`src/hdl/dcache_types_pkg.sv`:
```
package dcache_types_pkg;

    typedef enum logic {
        OP_LOAD  = 1'b0,
        OP_STORE = 1'b1
    } mem_op_e;

    typedef enum logic [1:0] {
        SIZE_BYTE = 2'd0,
        SIZE_HALF = 2'd1,
        SIZE_WORD = 2'd2
    } access_size_e;

    // same width as the pipeline's exception code
    typedef enum logic [6:0] {
        EXC_NONE = 7'h00,
        EXC_ALE  = 7'h09   // address not aligned
    } exc_code_e;

    typedef enum logic [2:0] {
        ST_IDLE         = 3'd0,
        ST_LOOKUP       = 3'd1,
        ST_WBACK        = 3'd2,  // dirty victim out
        ST_REFILL_WAIT  = 3'd3,
        ST_REFILL_WRITE = 3'd4
    } exec_state_e;

endpackage

```
`src/hdl/mem_bus_pkg.sv`:
```
package mem_bus_pkg;

    localparam int ADDR_WIDTH = 32;
    localparam int WORD_WIDTH = 32;
    localparam int STRB_WIDTH = 4;

    typedef logic [ADDR_WIDTH-1:0] addr_t;
    typedef logic [WORD_WIDTH-1:0] word_t;
    typedef logic [STRB_WIDTH-1:0] strb_t;

    // default geometry of 16 sets with 4-word lines
    localparam int DEF_INDEX_WIDTH       = 4;
    localparam int DEF_WORD_OFFSET_WIDTH = 2;

    localparam int DEF_REQ_DEPTH = 2;  // request queue entries

endpackage

```
`src/hdl/load_result.sv`:
```
`timescale 1ns/1ps

module load_result (
    input  logic                            clk,
    input  logic                            rstn,
    input  logic                            i_acc_valid,
    input  dcache_types_pkg::mem_op_e       i_acc_op,
    input  dcache_types_pkg::access_size_e  i_acc_size,
    input  logic                            i_acc_signed,
    input  logic [1:0]                      i_acc_byte_off,
    input  logic                            i_acc_misaligned,
    input  mem_bus_pkg::word_t              i_acc_word,
    output logic                            o_resp_valid,
    output mem_bus_pkg::word_t              o_resp_data,
    output dcache_types_pkg::exc_code_e     o_resp_exc
);
    import dcache_types_pkg::*;
    import mem_bus_pkg::*;

    word_t     shifted, data_nx;
    exc_code_e exc_nx;

    assign shifted = i_acc_word >> {i_acc_byte_off, 3'b000};  // wanted bytes to the bottom

    always_comb begin
        exc_nx = EXC_NONE;
        case (i_acc_size)
            SIZE_BYTE: data_nx = {{24{i_acc_signed & shifted[7]}}, shifted[7:0]};
            SIZE_HALF: data_nx = {{16{i_acc_signed & shifted[15]}}, shifted[15:0]};
            default:   data_nx = i_acc_word;
        endcase
        if (i_acc_misaligned) begin
            data_nx = '0;
            exc_nx  = EXC_ALE;
        end else if (i_acc_op == OP_STORE) begin
            data_nx = '0;  // stores answer with zero
        end
    end

    always_ff @(posedge clk) begin
        if (!rstn)
            o_resp_valid <= 1'b0;
        else
            o_resp_valid <= i_acc_valid;
    end

    always_ff @(posedge clk) begin
        if (i_acc_valid) begin
            o_resp_data <= data_nx;
            o_resp_exc  <= exc_nx;
        end
    end

endmodule

```
`config.mk`:
```
export PLATFORM = sky130hd
export DESIGN_NAME = load_result
export DESIGN_NICKNAME = d
export VERILOG_FILES = /design/src/hdl/dcache_types_pkg.sv /design/src/hdl/mem_bus_pkg.sv /design/src/hdl/load_result.sv
export SDC_FILE = /design/constraint.sdc
export NUM_CORES = 1
export LEC_CHECK = 0
export ABC_AREA = 1
export BUFFER_PORTS_ARGS = -buffer_cell sky130_fd_sc_hd__clkbuf_2
export CAP_MARGIN = 10
export CORE_MARGIN = 4
export CORE_UTILIZATION = 40
export CTS_CLUSTER_DIAMETER = 80
export DETAILED_ROUTE_END_ITERATION = 16
export GPL_TIMING_DRIVEN = 1
export HOLD_SLACK_MARGIN = 0.12
export MAX_ROUTING_LAYER = met4
export PLACE_DENSITY = 0.67
export SLEW_MARGIN = 20
export SYNTH_ARGS = -nofsm -noshare
export SYNTH_HDL_FRONTEND = slang
export SYNTH_SLANG_ARGS = --single-unit
```
`constraint.sdc`:
```
create_clock -name clk -period 2.5 [get_ports clk]
set_input_delay 0.25 -clock clk [delete_from_list [all_inputs] [get_ports clk]]
set_output_delay 0.25 -clock clk [all_outputs]
set_load 0.01 [all_outputs]
```
==> Word level (Yosys, flattened, before mapping) <==
Index checks and enable logic that the tools add are counted.
{ "word_totals": {"reg_bits": 40, "inputBits": 42, "wordCells": 11} }
{ "op_classes": {"n_reduce_logical": 2, "n_shift": 1, "n_eq_ne": 1, "bitwise": 2, "n_mux": 2} }
{ "op_table": {"columns": ["operator", "n"], "rows": [
  ["32-bit one-hot mux with 2 select lines", 1],
  ["32-bit by 5-bit right shift with 16-bit output", 1],
  ["4-bit 2-to-1 mux", 1],
  ["1-bit bitwise AND", 2],
  ["2-bit by 1-bit equality test with 1-bit output, second input constant", 1],
  ["2-bit zero test", 1],
  ["2-bit OR reduction", 1]
]} }

==> Depth between registers and ports, before layout <==
{ "logic_depth": {"depth_word": 3, "mapped_depth": 11, "mapped_depth_nobuf": 8} }

==> Least setup slack after synthesis <==
No wires, ideal clock.
{ "synth_path": {"path_type": "input -> register", "startpoint": "input port i_acc_byte_off[0]", "endpoint": "register o_resp_data[21] (data pin)", "t_required_ps": 2251, "n_path_buf": 3, "cell_stages": 11, "slack_ps": 1164, "arrival_time_ps": 1087, "setup_ps": 249, "cell_sequence": "buf_6 > inv_2 > buf_6 > nand2_2 > nand3_2 > nand2_2 > nand3_4 > buf_6 > nand3_2 > nand2_1 > inv_1"} }
{ "synth_via": {"elab_chain_cells": 3, "elab_cells_between_ends": 4, "classes_between": "shift: 1; mux: 1; bitwise: 2"} }
{ "synth_rtl": {"columns": ["element", "line_no", "rtl"], "rows": [
  ["from (decl)", "load_result.sv:10", "input logic [1:0] i_acc_byte_off,"],
  ["32-bit by 5-bit right shift with 16-bit output *", "load_result.sv:23", "assign shifted = i_acc_word >> {i_acc_byte_off, 3'b000};"],
  ["1-bit bitwise AND, on equally long branches", "load_result.sv:29, load_result.sv:28", null],
  ["32-bit one-hot mux with 2 select lines *", "load_result.sv:27", "case (i_acc_size)"],
  ["to (signal assigned)", "load_result.sv:49", "o_resp_data <= data_nx;"],
  ["to (decl)", "load_result.sv:14", "output mem_bus_pkg::word_t o_resp_data,"]
]} }
Every way passes the cells marked *; elsewhere a longest branch is shown, timed or not.
A chain may end at the register's enable or synchronous reset.

==> Worst setup path in the final report <==
{ "layout_path": {"startpoint": "input port i_acc_byte_off[0]", "endpoint": "register o_resp_data[25] (data pin)"} }
Same word-level chain as after synthesis.

==> qor.yml <==
slew_violations: 0
die_y_um: 82.0
cts-resized-gates: 0
pre_cts_slack_ns: 0.608
final-instance-count-excl-fill: 400
vias: 1874
clock.fmax_ghz: 0.618
grt_pass1_vias: 1645
whs_path_depth: 3
synth.distinct_cells: 21
grt_first_pass_wirelength_um: 7710
root_buffer: "clkbuf_8"
period_needed_ns: 1.62
syn-instance-count: 260
synth-seq-cells: 34
cp_max_fo: 27
syn_area_per_cell_um2: 8.42
first_pass_iters: 4
boundaryPins: 82
seq_area_um2: 1010
dp.cells: 392
core_area_um2: 5200
worst_slew_pin_slew_ns: 0.842
globalplace.congestion: 0.892
htree_levels: 2
cts_buffer_depth: 2
insertedDiodeCount: 0
cp_data_arrival_time_ns: 1.78
antenna_found_initial: 0
crit_type: "in2reg"
cts_sinks: 34
wire_per_inst_um: 12.9
die_area_um2: 6720
peakVddDrop_v: 0.000221
hold_violations: 0
period_share_pct: 64.7
hold_buffers: 0
crit_top_cell: "nand2_2"
synth_edf_count: 33
yosysWarnings: 0
syn-cell-area_um2: 2190
drc_errors: 0
grt_use_total_pct: 15.9
port_buffers: 76
final_layout_size_suffix_gt1_share_pct: 35.2
clk_pin_slew_worst_paths_ns: 0.06
cp_slowest_cell: "clkbuf_2"
post-cts-setup-buffers: 0
setup.worst_path.start_class: "primary input"
die_x_um: 82.0
yosys_most_used_dff: "edfxtp_1"
cap_violations: 0
relSlewSlack_pct: 43.9
synth_top_area_cell: "edfxtp_1"
cp_num_buf_inv: 3
async_reset_ff_share_pct: 0
fin_util_pct: 50.4
multi_input_comb_area_um2: 906
cts_tree: "done"
outcome: "complete, no violations"
ys_top_cells_by_count: "nand2_1, inv_1, edfxtp_1, o21ai_0, a21oi_1"
cp_num_cells: 9
worst_slack_ns: 0.883
crit_chain: "clkbuf_2 -> inv_2 -> nand2_2 -> nand3_2 -> nand2_2 -> nand3_4 -> nand3_1 -> nand2_1 -> inv_1"
p_leak_nw: 1.41
rows: 26
total_power_mw: 1.33
area_growth_pct: 19.9
drt_iter0_drc: 151
nNetsFinal: 371
crit_path_end_kind: "register"
finalWirelength_um: 5170
hpwl_um: 4000
worstPathRequired_ns: 2.66
tns_ns: 0
cpPeakStageDelay_ns: 0.39
grt_max_degree: 35
numCtsBuffers: 5
hold_class: "in2reg"
initial_core_util_pct: 42.0
grt_remaining_overflow: 0
powerDensity_nw_per_um2: 509
critPathTopFamily: "simple AND/OR/NAND/NOR gates"
synthTopCellsByArea: "edfxtp_1, nand2_1, nand3_2"
post-synth-top-count-cell: "nand2_1"
postRouteAntennaNets: 0
ys_seq_area_share_pct: 46.2
setup_viol: 0
fillCellCount: 519
rsz0062_at_grt: "no"
synth_top_area_share_pct: 45.3
routed_via_density: 4.69
-- layout make-up --
| class | count | share of cell area, % |
|---|---|---|
| multi-input combinational | 171 | 34.5 |
| sequential | 34 | 38.5 |
| timing repair buffer | 77 | 14.8 |
| inverter | 40 | 5.72 |
| tap | 70 | 3.34 |
| clock inverter | 2 | 0.334 |
| clock buffer | 6 | 2.77 |
-- path summary, 6_finish.rpt --
| kind | startpoint | to | slack (ns) |
|---|---|---|---|
| setup / recovery | i_acc_byte_off[0] | o_resp_data[25] | 0.88 |
| hold / removal | rstn | o_resp_valid | 0.15 |
-- registers in the layout (all words and copies together) (netlist names) --
name and cells:
o_resp_exc 1, o_resp_valid 1, o_resp_data 32
-- placed cells by master (no fill, tap or decap) --
cell type and instances:
buf_4 1, a21boi_0 8, o21ai_0 21, conb_1 5
edfxtp_1 33, a21oi_1 16, nand2_1 78, nand3_2 14
nor2_1 2, clkinv_1 2, inv_2 4, clkinv_2 1
clkbuf_2 76, nand3_4 2, nand3_1 12, clkbuf_1 1
nor2_4 1, clkbuf_8 5, a21oi_2 8, dfxtp_1 1
inv_1 35, nand2_2 4
-- power by group --
part / total [mW] / leakage, nW / internal (mW) / switching (mW)
logic: 0.274 / 1.04 / 0.101 / 0.173
clock network: 0.380 / 0.0426 / 0.191 / 0.189
registers: 0.681 / 0.324 / 0.671 / 0.0100
-- worst min-delay path, delay by kind of cell --
family	cells	cell delay, ns
simple gates	1	0.04
buf+inv	2	0.12
-- metal layers --
layer | global-route usage (%) | wire [um] | part of all wire [%] | vias to the layer above
li1 | - | - | - | 968
met1 | 20.6 | 2280 | 44 | 821
met3 | 3.84 | 455 | 8.8 | 5
met4 | 6.64 | 76 | 1.5 | 0
met2 | 23.6 | 2360 | 46 | 80
met5 | - | 0 | 0 | -
-- per-stage QoR --
stage	hold slack, ns	instance area [um2]
detailed placement	0.437	2540
floorplan	0.343	2200
global route	0.147	2620
finish	0.147	2620
CTS	0.141	2620
global placement	0.436	2540
-- cells by family after synthesis --
kind of cell,after synthesis,synth area share (%)
AOI/OAI and AO/OA,53,14.4
buffers and inverters,59,13.1
DFF,34,46.2
other,1,0.171
and+or+nand+nor,113,26.1
Power figures use the tool's default switching activity.
