File: config.mk
export PLATFORM = sky130hd
export DESIGN_NAME = req_decode
export DESIGN_NICKNAME = d
export VERILOG_FILES = /design/src/hdl/dcache_types_pkg.sv /design/src/hdl/mem_bus_pkg.sv /design/src/hdl/req_decode.sv
export SDC_FILE = /design/constraint.sdc
export NUM_CORES = 1
export LEC_CHECK = 0
export BUFFER_PORTS_ARGS = -buffer_cell sky130_fd_sc_hd__buf_2
export CAP_MARGIN = 20
export CORE_AREA = 2 2 105 107
export DETAILED_ROUTE_END_ITERATION = 7
export DIE_AREA = 0 0 107 109
export HOLD_SLACK_MARGIN = 0.1
export PLACE_DENSITY = 0.78
export SETUP_SLACK_MARGIN = 0.02
export SYNTH_ARGS = -nofsm -noshare
export SYNTH_HDL_FRONTEND = slang
export SYNTH_SLANG_ARGS = --single-unit
export TNS_END_PERCENT = 50
File: constraint.sdc
create_clock -name clk -period 5.5 [get_ports clk]
set_input_delay 0.55 -clock clk [delete_from_list [all_inputs] [get_ports clk]]
set_output_delay 0.55 -clock clk [all_outputs]
set_load 0.01 [all_outputs]
File: src/hdl/dcache_types_pkg.sv
package dcache_types_pkg;

    typedef enum logic {
        OP_LOAD  = 1'b0,
        OP_STORE = 1'b1
    } mem_op_e;

    typedef enum logic [1:0] {
        SIZE_BYTE = 2'd0,
        SIZE_HALF = 2'd1,
        SIZE_WORD = 2'd2
    } access_size_e;

    // same width as the pipeline's exception code
    typedef enum logic [6:0] {
        EXC_NONE = 7'h00,
        EXC_ALE  = 7'h09   // address not aligned
    } exc_code_e;

    typedef enum logic [2:0] {
        ST_IDLE         = 3'd0,
        ST_LOOKUP       = 3'd1,
        ST_WBACK        = 3'd2,  // dirty victim out
        ST_REFILL_WAIT  = 3'd3,
        ST_REFILL_WRITE = 3'd4
    } exec_state_e;

endpackage

File: src/hdl/mem_bus_pkg.sv
package mem_bus_pkg;

    localparam int ADDR_WIDTH = 32;
    localparam int WORD_WIDTH = 32;
    localparam int STRB_WIDTH = 4;

    typedef logic [ADDR_WIDTH-1:0] addr_t;
    typedef logic [WORD_WIDTH-1:0] word_t;
    typedef logic [STRB_WIDTH-1:0] strb_t;

    // default geometry of 16 sets with 4-word lines
    localparam int DEF_INDEX_WIDTH       = 4;
    localparam int DEF_WORD_OFFSET_WIDTH = 2;

    localparam int DEF_REQ_DEPTH = 2;  // request queue entries

endpackage

File: src/hdl/req_decode.sv
`timescale 1ns/1ps

module req_decode #(
    parameter int INDEX_WIDTH       = mem_bus_pkg::DEF_INDEX_WIDTH,
    parameter int WORD_OFFSET_WIDTH = mem_bus_pkg::DEF_WORD_OFFSET_WIDTH,
    parameter int REQ_DEPTH         = mem_bus_pkg::DEF_REQ_DEPTH,
    localparam int TAG_WIDTH = mem_bus_pkg::ADDR_WIDTH - INDEX_WIDTH - WORD_OFFSET_WIDTH - 2
) (
    input  logic                            clk,
    input  logic                            rstn,
    input  logic                            i_req_valid,
    input  dcache_types_pkg::mem_op_e       i_req_op,
    input  dcache_types_pkg::access_size_e  i_req_size,
    input  logic                            i_req_signed,
    input  mem_bus_pkg::addr_t              i_req_addr,
    input  mem_bus_pkg::word_t              i_req_wdata,
    output logic                            o_req_credit,
    input  logic                            i_pop_ready,
    output logic                            o_dec_valid,
    output dcache_types_pkg::mem_op_e       o_dec_op,
    output dcache_types_pkg::access_size_e  o_dec_size,
    output logic                            o_dec_signed,
    output logic [INDEX_WIDTH-1:0]          o_dec_index,
    output logic [TAG_WIDTH-1:0]            o_dec_tag,
    output logic [WORD_OFFSET_WIDTH-1:0]    o_dec_word_off,
    output logic [1:0]                      o_dec_byte_off,
    output mem_bus_pkg::word_t              o_dec_wdata,
    output logic                            o_dec_misaligned
);
    import dcache_types_pkg::*;
    import mem_bus_pkg::*;

    localparam int PTR_WIDTH = (REQ_DEPTH > 1) ? $clog2(REQ_DEPTH) : 1;
    localparam int CNT_WIDTH = $clog2(REQ_DEPTH + 1);
    localparam int OFF_WIDTH = WORD_OFFSET_WIDTH + 2;

    // raw request storage
    mem_op_e      op_mem   [REQ_DEPTH];
    access_size_e size_mem [REQ_DEPTH];
    logic         sign_mem [REQ_DEPTH];
    addr_t        addr_mem [REQ_DEPTH];
    word_t        wdata_mem[REQ_DEPTH];

    logic [PTR_WIDTH-1:0] wr_ptr, rd_ptr;
    logic [CNT_WIDTH-1:0] count;
    logic                 pop;
    addr_t                head_addr;

    assign pop = o_dec_valid && i_pop_ready;

    always_ff @(posedge clk) begin
        if (i_req_valid) begin
            op_mem[wr_ptr]    <= i_req_op;
            size_mem[wr_ptr]  <= i_req_size;
            sign_mem[wr_ptr]  <= i_req_signed;
            addr_mem[wr_ptr]  <= i_req_addr;
            wdata_mem[wr_ptr] <= i_req_wdata;
        end
    end

    always_ff @(posedge clk) begin
        if (!rstn) begin
            wr_ptr       <= '0;
            rd_ptr       <= '0;
            count        <= '0;
            o_req_credit <= 1'b0;
        end else begin
            if (i_req_valid)  // sender holds a credit, so no overflow
                wr_ptr <= (wr_ptr == PTR_WIDTH'(REQ_DEPTH - 1)) ? '0 : wr_ptr + 1'b1;
            if (pop)
                rd_ptr <= (rd_ptr == PTR_WIDTH'(REQ_DEPTH - 1)) ? '0 : rd_ptr + 1'b1;
            count        <= count + CNT_WIDTH'(i_req_valid) - CNT_WIDTH'(pop);
            o_req_credit <= pop;  // entry freed, hand the credit back
        end
    end

    assign head_addr   = addr_mem[rd_ptr];
    assign o_dec_valid = (count != '0);

    // field split of the head entry
    assign o_dec_op       = op_mem[rd_ptr];
    assign o_dec_size     = size_mem[rd_ptr];
    assign o_dec_signed   = sign_mem[rd_ptr];
    assign o_dec_wdata    = wdata_mem[rd_ptr];
    assign o_dec_byte_off = head_addr[1:0];
    assign o_dec_word_off = head_addr[OFF_WIDTH-1:2];
    assign o_dec_index    = head_addr[OFF_WIDTH+INDEX_WIDTH-1:OFF_WIDTH];
    assign o_dec_tag      = head_addr[ADDR_WIDTH-1:OFF_WIDTH+INDEX_WIDTH];

    always_comb begin
        case (o_dec_size)
            SIZE_HALF: o_dec_misaligned = head_addr[0];
            SIZE_WORD: o_dec_misaligned = (head_addr[1:0] != 2'b00);
            default:   o_dec_misaligned = 1'b0;
        endcase
    end

endmodule

* Word-level counts from Yosys, hierarchy flattened
Memory sizes are Yosys's and may differ from the RTL's. A register that Yosys moved wholly into a read port is not among the register bits.
Cells that the tools add are included.
** Word-level totals
- Output and inout port bits :: 71
- Bits in latches :: 0
- Input port bits :: 72
- Logic and storage cells :: 33
- Memories :: 5
- Register bits after elaboration :: 5
- Memory bits (read-only) :: 0
- Memory bits (writable) :: 136
** Cells by class
- Order comparisons :: 0
- Mux-type cells :: 15
- $add $sub $neg :: 4
- Div/mod/pow operators :: 0
- Equality and inequality tests :: 2
- Reduce and logical (&&, ||, !) cells :: 3
- Multipliers :: 0
- Shift operators :: 0
- Bitwise gates (word level) :: 0
** Memory list
- addr_mem :: depth 2, width 32, rd ports 1, clocked after memory_dff 1, wr ports 1, RTL line req_decode.sv:41 : addr_t addr_mem [REQ_DEPTH];
- wdata_mem :: depth 2, width 32, rd ports 1, clocked after memory_dff 1, wr ports 1, RTL line req_decode.sv:42 : word_t wdata_mem[REQ_DEPTH];
- size_mem :: depth 2, width 2, rd ports 1, clocked after memory_dff 1, wr ports 1, RTL line req_decode.sv:39 : access_size_e size_mem [REQ_DEPTH];
- op_mem :: depth 2, width 1, rd ports 1, clocked after memory_dff 1, wr ports 1, RTL line req_decode.sv:38 : mem_op_e op_mem [REQ_DEPTH];
- sign_mem :: depth 2, width 1, rd ports 1, clocked after memory_dff 1, wr ports 1, RTL line req_decode.sv:40 : logic sign_mem [REQ_DEPTH];
** Operators with widths (number)
- 2-to-1 mux 1 bit :: 14
- nonzero test 2 bit :: 2
- adder 1 bit, second input constant :: 2
- adder 2 x 1 -> 2 bit :: 1
- equality test 2 x 1 -> 1 bit, second input constant :: 1
- equality test 2 bit, second input constant :: 1
- one-hot mux 1 bit (2 select lines) :: 1
- subtractor 2 x 1 -> 2 bit :: 1
- logical AND 1 bit :: 1

* Depth between registers and ports, before layout
Gate-level depths: netlist of run 1.
- Depth in word-level cells :: 4
- Depth in mapped cells :: 8

* Least setup slack after synthesis of run 1
Ideal clock, no wire load.
- Path kind :: input-to-reg
- From :: input i_req_valid
- To :: memory addr_mem[0][0] (netlist name) (enable)
- Setup time :: 503 ps
- Setup slack :: 1430 ps
- Path buffers :: 0
- Cell stages on the path :: 1
- Data arrival time :: 3566 ps
- Cells stage by stage :: nor2b_1
** Between the ends
- Word-level cells in the longest chain between the ends :: 2
** RTL lines
- start, declared :: RTL line req_decode.sv:11 : input logic i_req_valid,
- 2-to-1 mux 1 bit :: RTL line req_decode.sv:52 : if (i_req_valid) begin
- 2-to-1 mux 1 bit (implied by the code) :: RTL line req_decode.sv:56 : addr_mem[wr_ptr] <= i_req_addr;
- end, declared :: RTL line req_decode.sv:41
No other way between the ends.

==> summary.md, run 1 <==
| Metric | Value |
|---|---|
| Outcome | `finished, final reports clean` |
| Pwr/cell area | `around 430 mW/mm2` |
| Final period util | `between 50% and 60%` |
| Commonest non-fill, non-tap cell in the layout | `buf_2` |
| Buf/Inv on CP | `2` |
| CP Launch Type | `register` |
| Max-slew violation count | `0` |
| Yosys cell types | `20` |
| Initial core utilization | `50.70%` |
| # H-tree levels | `4` |
| Sum Neg Setup Slack | `0 ns` |
| DRT iter0 DRCs | `84` |
| Clk sinks | `142` |
| Die area | `0.01166 mm2` |
| Routed WL per cell | `16.45 um` |
| Ys Warns | `0` |
| VDD IR max | `0.2184 mV` |
| Worst-path fanout max | `35` |
| Multi-input gate area | `0.001085 mm2` |
| P_leak | `2.642 nW` |
| Setup Skew | `0.003834 ns` |
| Grt total ovfl | `0` |
| Synth Net Count | `319` |
| Seq. cell area | `0.004208 mm2` |
| Vert. Die Dim | `109 um` |
| Antenna Nets Post-Route | `0` |
| CTS tree | `built` |
| MaxCap Viol Count | `0` |
| CP Cell Sequence | `buf_4 -> mux2_2 -> o21ai_1 -> a21oi_1 -> buf_2` |
| Mean number of vias per cell | `4.929` |
| Cells after Synth | `243` |
| Total Routed Length | `9064 um` |
| Num ports | `143` |
| Initial antenna violation count | `0` |
| CP max stage cell | `dfxtp_4` |
| Power consumption | `2.914 mW` |
| Final nets | `474` |
| Critical path's top delay family | `buffers and inverters` |
| Hold Path Origin | `i_req_wdata[22]` |
| Largest net degree at the start of global routing | `69` |
| Vias in the first global route | `2,854` |
| Most frequent cells in the layout | `142 x buf_2, 136 x edfxtp_1, 38 x mux2_4, 28 x mux2_2, 16 x clkbuf_16` |
| Worst EP required | `between 4 and 5 ns` |
| Post-placement cell count | `519` |
| Crit. End Element | `primary output` |
| Die W | `107 um` |
| Post-cts repair resize count | `0` |
| Vias | `2,716` |
| Clock latency on the worst-skew pair | `0.52 ns` |
| CP Data Arrival Time | `2.59 ns` |
| Remaining DRCs | `0` |
| Synth top area cells | `edfxtp_1 76%, mux2_4 11%, mux2_2 5.9%` |
| Max Fclk | `318.3 MHz` |
| Area after DPL | `0.006208 mm2` |
| Syn Std Cell Area | `0.005375 mm2` |
| Port Buffer Count | `142` |
| Syn_area_per_cell | `between 20 and 25 um2` |
| CP peak stage delay | `slightly above 0.7 ns` |
| CTS Buf Count | `17` |
| Leading area contributor after synthesis | `edfxtp_1` |
| Hold Crit Class | `input pin to register` |
| Number of buffers on the longest clock path | `2` |
| Post-route cell area | `0.006753 mm2` |
| Share of cells above drive strength 1 | `59.61%` |
| RSZ-0062 raised after global routing | `false` |
| Clock transition at path regs | `0.06 ns` |
| Core box area | `0.01060 mm2` |
| First-pass GRT wire length | `13,770 um` |
| Worst Setup Path Type | `register to primary output` |
| N_diodes | `0` |
| Final hold vios | `0` |
| # Post-CTS Setup Buffers | `0` |
| Setup Viol. Count Final | `0` |
| Pin slew with the least headroom to its limit | `0.9363 ns` |
| Tmin final | `3.142 ns` |
| FP Rows | `38` |
| Pre-antenna DRT Iters | `4` |
| Placed wire-length estimate | `between 5000 and 6000 um` |
| Final GP Congestion | `between 0.6 and 0.7` |
| Root Driver | `clkbuf_8` |
| Number of synthesized register bits | `142` |
| Hold buffer count at CTS | `0` |
| Origin of the critical flop-to-flop path | `wr_ptr` |
| Post-synthesis sequential area ratio | `78.21%` |
| Area Overhead vs Synth | `25.63%` |
| Fin cells | `551` |
| Fill count | `766` |
| Total GRT Usage | `16.39%` |
| Slew HR | `between 30% and 40%` |
| Share of the synthesized area in the top cell type | `roughly 76%` |
metal layers:
metal,vias to the layer above,part of all wire (%),track usage [%]
met5,-,0,0
met4,0,1.5,7.421
met3,16,7.8,6.695
met2,109,52,28.62
met1,1332,38,17.49
li1,1259,-,-
final cells by class:
type                    instances  area share, %
inverters                       4         0.2223
flip-flops and latches        142          62.31
clock inverters                14          1.871
well taps                     140          2.594
repair buffers                144          10.75
clock buffers                  18          6.189
multi-input cells              89          16.06
power breakdown:
part           switching, mW  total (mW)  leakage, nW  internal (mW)
Clock                  0.402        1.04        0.260          0.634
Sequential            0.0593        1.32         1.33           1.26
Combinational          0.247       0.557         1.06          0.310
Total                  0.709        2.91         2.64           2.20
final timing paths:
kind	end	slack [ns]	depth (start not counted)
worst max-delay path	o_dec_misaligned	2.36	5
worst min-delay path	wdata_mem[1][22]	0.22	1
worst max register to register	wdata_mem[0][19]	3.53	2
worst min register to register	register	0.58	2
through the flow:
| step | utilization [%] | setup slack, ns | hold WS, ns |
|---|---|---|---|
| after global placement | 58.56 | 2.853 | 0.5535 |
| final | 63.69 | 2.358 | 0.2158 |
| after CTS | 63.69 | 2.278 | 0.1924 |
| after detailed placement | 58.56 | 2.838 | 0.5698 |
| after floorplan | - | 1.430 | 0.5546 |
| after global routing | 63.69 | 2.157 | 0.1817 |
cell usage after synthesis:
cell type    n
o21ai_1      1
xnor2_1      2
a21oi_1      1
buf_8        1
mux2_4      38
dfxtp_1      6
nor2b_1      2
edfxtp_1   136
nand2_1      1
o21a_1       2
or2_2        1
mux2_2      28
inv_2        2
ha_1         4
and2_1       6
mux2i_2      2
buf_2        2
buf_6        5
xor2_1       1
inv_1        2
sequential cells by signal (all words and copies together) (netlist names), named ones only:
register	count
o_req_credit	1
addr_mem	64
size_mem	4
rd_ptr	1
count	2
sign_mem	2
wdata_mem	64
op_mem	2
wr_ptr	1
kinds of logic (layout without fill, tap and decap cells):
kind of cell | Yosys count | count (layout) | synth area share [%]
AOI/OAI and AO/OA | 4 | 4 | 0.4653
buffers and inverters | 12 | 180 | 1.792
xor gates and xnor gates | 3 | 3 | 0.4889
adders and majority gates | 4 | 4 | 0.9311
muxes | 68 | 68 | 16.99
and+or+nand+nor | 10 | 10 | 1.117
DFF | 142 | 142 | 78.21
Note: power is estimated with default switching activity, not from simulation.
==> run 2: changes to the inputs <==
CORE_AREA = 2 2 110 112   (was 2 2 105 107)
DIE_AREA = 0 0 112 114   (was 0 0 107 109)
PLACE_DENSITY = 0.75   (was 0.78)
clock period = 2.7 ns   (was 5.5 ns; I/O delays follow)
==> run 2 against run 1 <==
- via count grew 8.2%
- worst hold slack lost 0.073 ns
- critical path depth shrank 2
- global-route usage shrank 0.72 points
- clock skew grew 0.00095 ns
- die area grew 9.5%
- highest routed layer unchanged
==> summary.md, run 2 (same netlist as run 1, synthesis figures left out) <==
| Metric | Value |
|---|---|
| FP Rows | `40` |
| Vias | `2,939` |
| Port Buffer Count | `142` |
| P_leak | `2.931 nW` |
| Final nets | `approximately 540` |
| Post-route cell area | `0.007446 mm2` |
| Final hold vios | `0` |
| Mean number of vias per cell | `about 4.7` |
| CP Data Arrival Time | `1.95 ns` |
| Remaining DRCs | `0` |
| VDD IR max | `around 0.44 mV` |
| # H-tree levels | `4` |
| RSZ-0062 raised after global routing | `false` |
| Sum Neg Setup Slack | `0 ns` |
| Power consumption | `6.032 mW` |
| Pre-antenna DRT Iters | `4` |
| Final GP Congestion | `about 0.65` |
| Initial core utilization | `45.90%` |
| Tmin final | `2.223 ns` |
| Post-placement cell count | `approximately 530` |
| Setup Viol. Count Final | `0` |
| Pwr/cell area | `810.1 mW/mm2` |
| Worst-path fanout max | `29` |
| Area Overhead vs Synth | `38.52%` |
| MaxCap Viol Count | `0` |
| Clock transition at path regs | `0.05 ns` |
| Worst EP required | `between 2 and 2.5 ns` |
| Initial antenna violation count | `0` |
| Die area | `~0.013 mm2` |
| Outcome | `finished, final reports clean` |
| N_diodes | `0` |
| Antenna Nets Post-Route | `0` |
| Vias in the first global route | `around 3.2k` |
| Core box area | `0.01171 mm2` |
| Hold Crit Class | `input pin to register` |
| Slew HR | `37.21%` |
| Max Fclk | `~450 MHz` |
| Num ports | `143` |
| Root Driver | `clkbuf_16` |
| Clock latency on the worst-skew pair | `0.39 ns` |
| Total GRT Usage | `approximately 16%` |
| Largest net degree at the start of global routing | `69` |
| CP Launch Type | `register` |
| Worst hold slack | `roughly 0.14 ns` |
| Setup Skew | `roughly 0.0048 ns` |
| Final period util | `82.32%` |
| Clk sinks | `approximately 140` |
| Grt total ovfl | `0` |
| DRT iter0 DRCs | `146` |
| # Post-CTS Setup Buffers | `0` |
| Crit. End Element | `primary output` |
| Hold buffer count at CTS | `just under 70` |
| CTS tree | `built` |
| Post-cts repair resize count | `0` |
| Commonest non-fill, non-tap cell in the layout | `buf_2` |
| CTS Buf Count | `17` |
| Number of buffers on the longest clock path | `2` |
| Die W | `112 um` |
| Share of cells above drive strength 1 | `50.84%` |
| Routed WL per cell | `~15 um` |
| Worst Setup Path Type | `register to primary output` |
| Pin slew with the least headroom to its limit | `0.9418 ns` |
| Total Routed Length | `just under 10,000 um` |
| Vert. Die Dim | `114 um` |
| Registers with the most flip-flops | `addr_mem x64, wdata_mem x64, size_mem x4` |
| Placed wire-length estimate | `5756 um` |
| Most frequent cells in the layout | `142 x buf_2, 136 x edfxtp_1, 68 x dlygate4sd3_1, 38 x mux2_4, 28 x mux2_2` |
| First-pass GRT wire length | `15,280 um` |
| Area after DPL | `0.006232 mm2` |
| Fin cells | `approximately 630` |
| Max-slew violation count | `0` |
-- run 2: cell count changes in the layout (fill, tap and decap cells not counted), sizes merged --
cell,change
dlygate4sd3,+68
clkinvlp,-1
clkbuf,+1
clkinv,-3
buf,+2
-- run 2: per-stage QoR --
step / worst slack, ns / utilization (%)
after CTS: 0.4476 / 63.58
after global placement: 0.9293 / 53.22
final: 0.4775 / 63.58
after global routing: 0.3777 / 63.58
after floorplan: 0.1673 / -
after detailed placement: 0.8736 / 53.22
-- run 2: worst paths after layout --
check	cells after the start	to	start	slack, ns
hold reg to reg	2	rd_ptr	rd_ptr	0.59
setup / recovery	3	o_dec_tag[2]	register	0.48
setup reg to reg	1	addr_mem[1][1]	wr_ptr	1.10
hold / removal	2	o_req_credit	rstn	0.14
-- run 2: worst max-delay path, cell delays in order, from the launching register on --
cell and delay (ns):
dfxtp_4 0.53, buf_4 0.46, mux2_2 0.40, buf_2 0.15
-- run 2: power by group --
group,leakage (nW),internal (mW),switching [mW]
Clock,0.255,1.33,0.798
Combinational,1.35,0.701,0.559
Sequential,1.33,2.57,0.0796
-- run 2: layout make-up --
| class | instances | area (um2) |
|---|---|---|
| Clock buffer | 19 | 432.9 |
| Fill cell | 831 | 4265 |
| Tap cell | 147 | 183.9 |
| Inverter | 4 | 15.01 |
| Sequential cell | 142 | 4208 |
| Clock inverter | 10 | 100.1 |
| Multi-Input combinational cell | 89 | 1085 |
| Timing Repair Buffer | 214 | 1421 |
-- run 2: metal layers --
metal / track usage, % / part of all wire [%] / vias up
li1: - / - / 1396
met1: 17.47 / 40 / 1421
met2: 28.12 / 53 / 116
met3: 5.367 / 6.7 / 6
met4: 5.610 / 0.76 / 0
met5: 0 / 0 / -
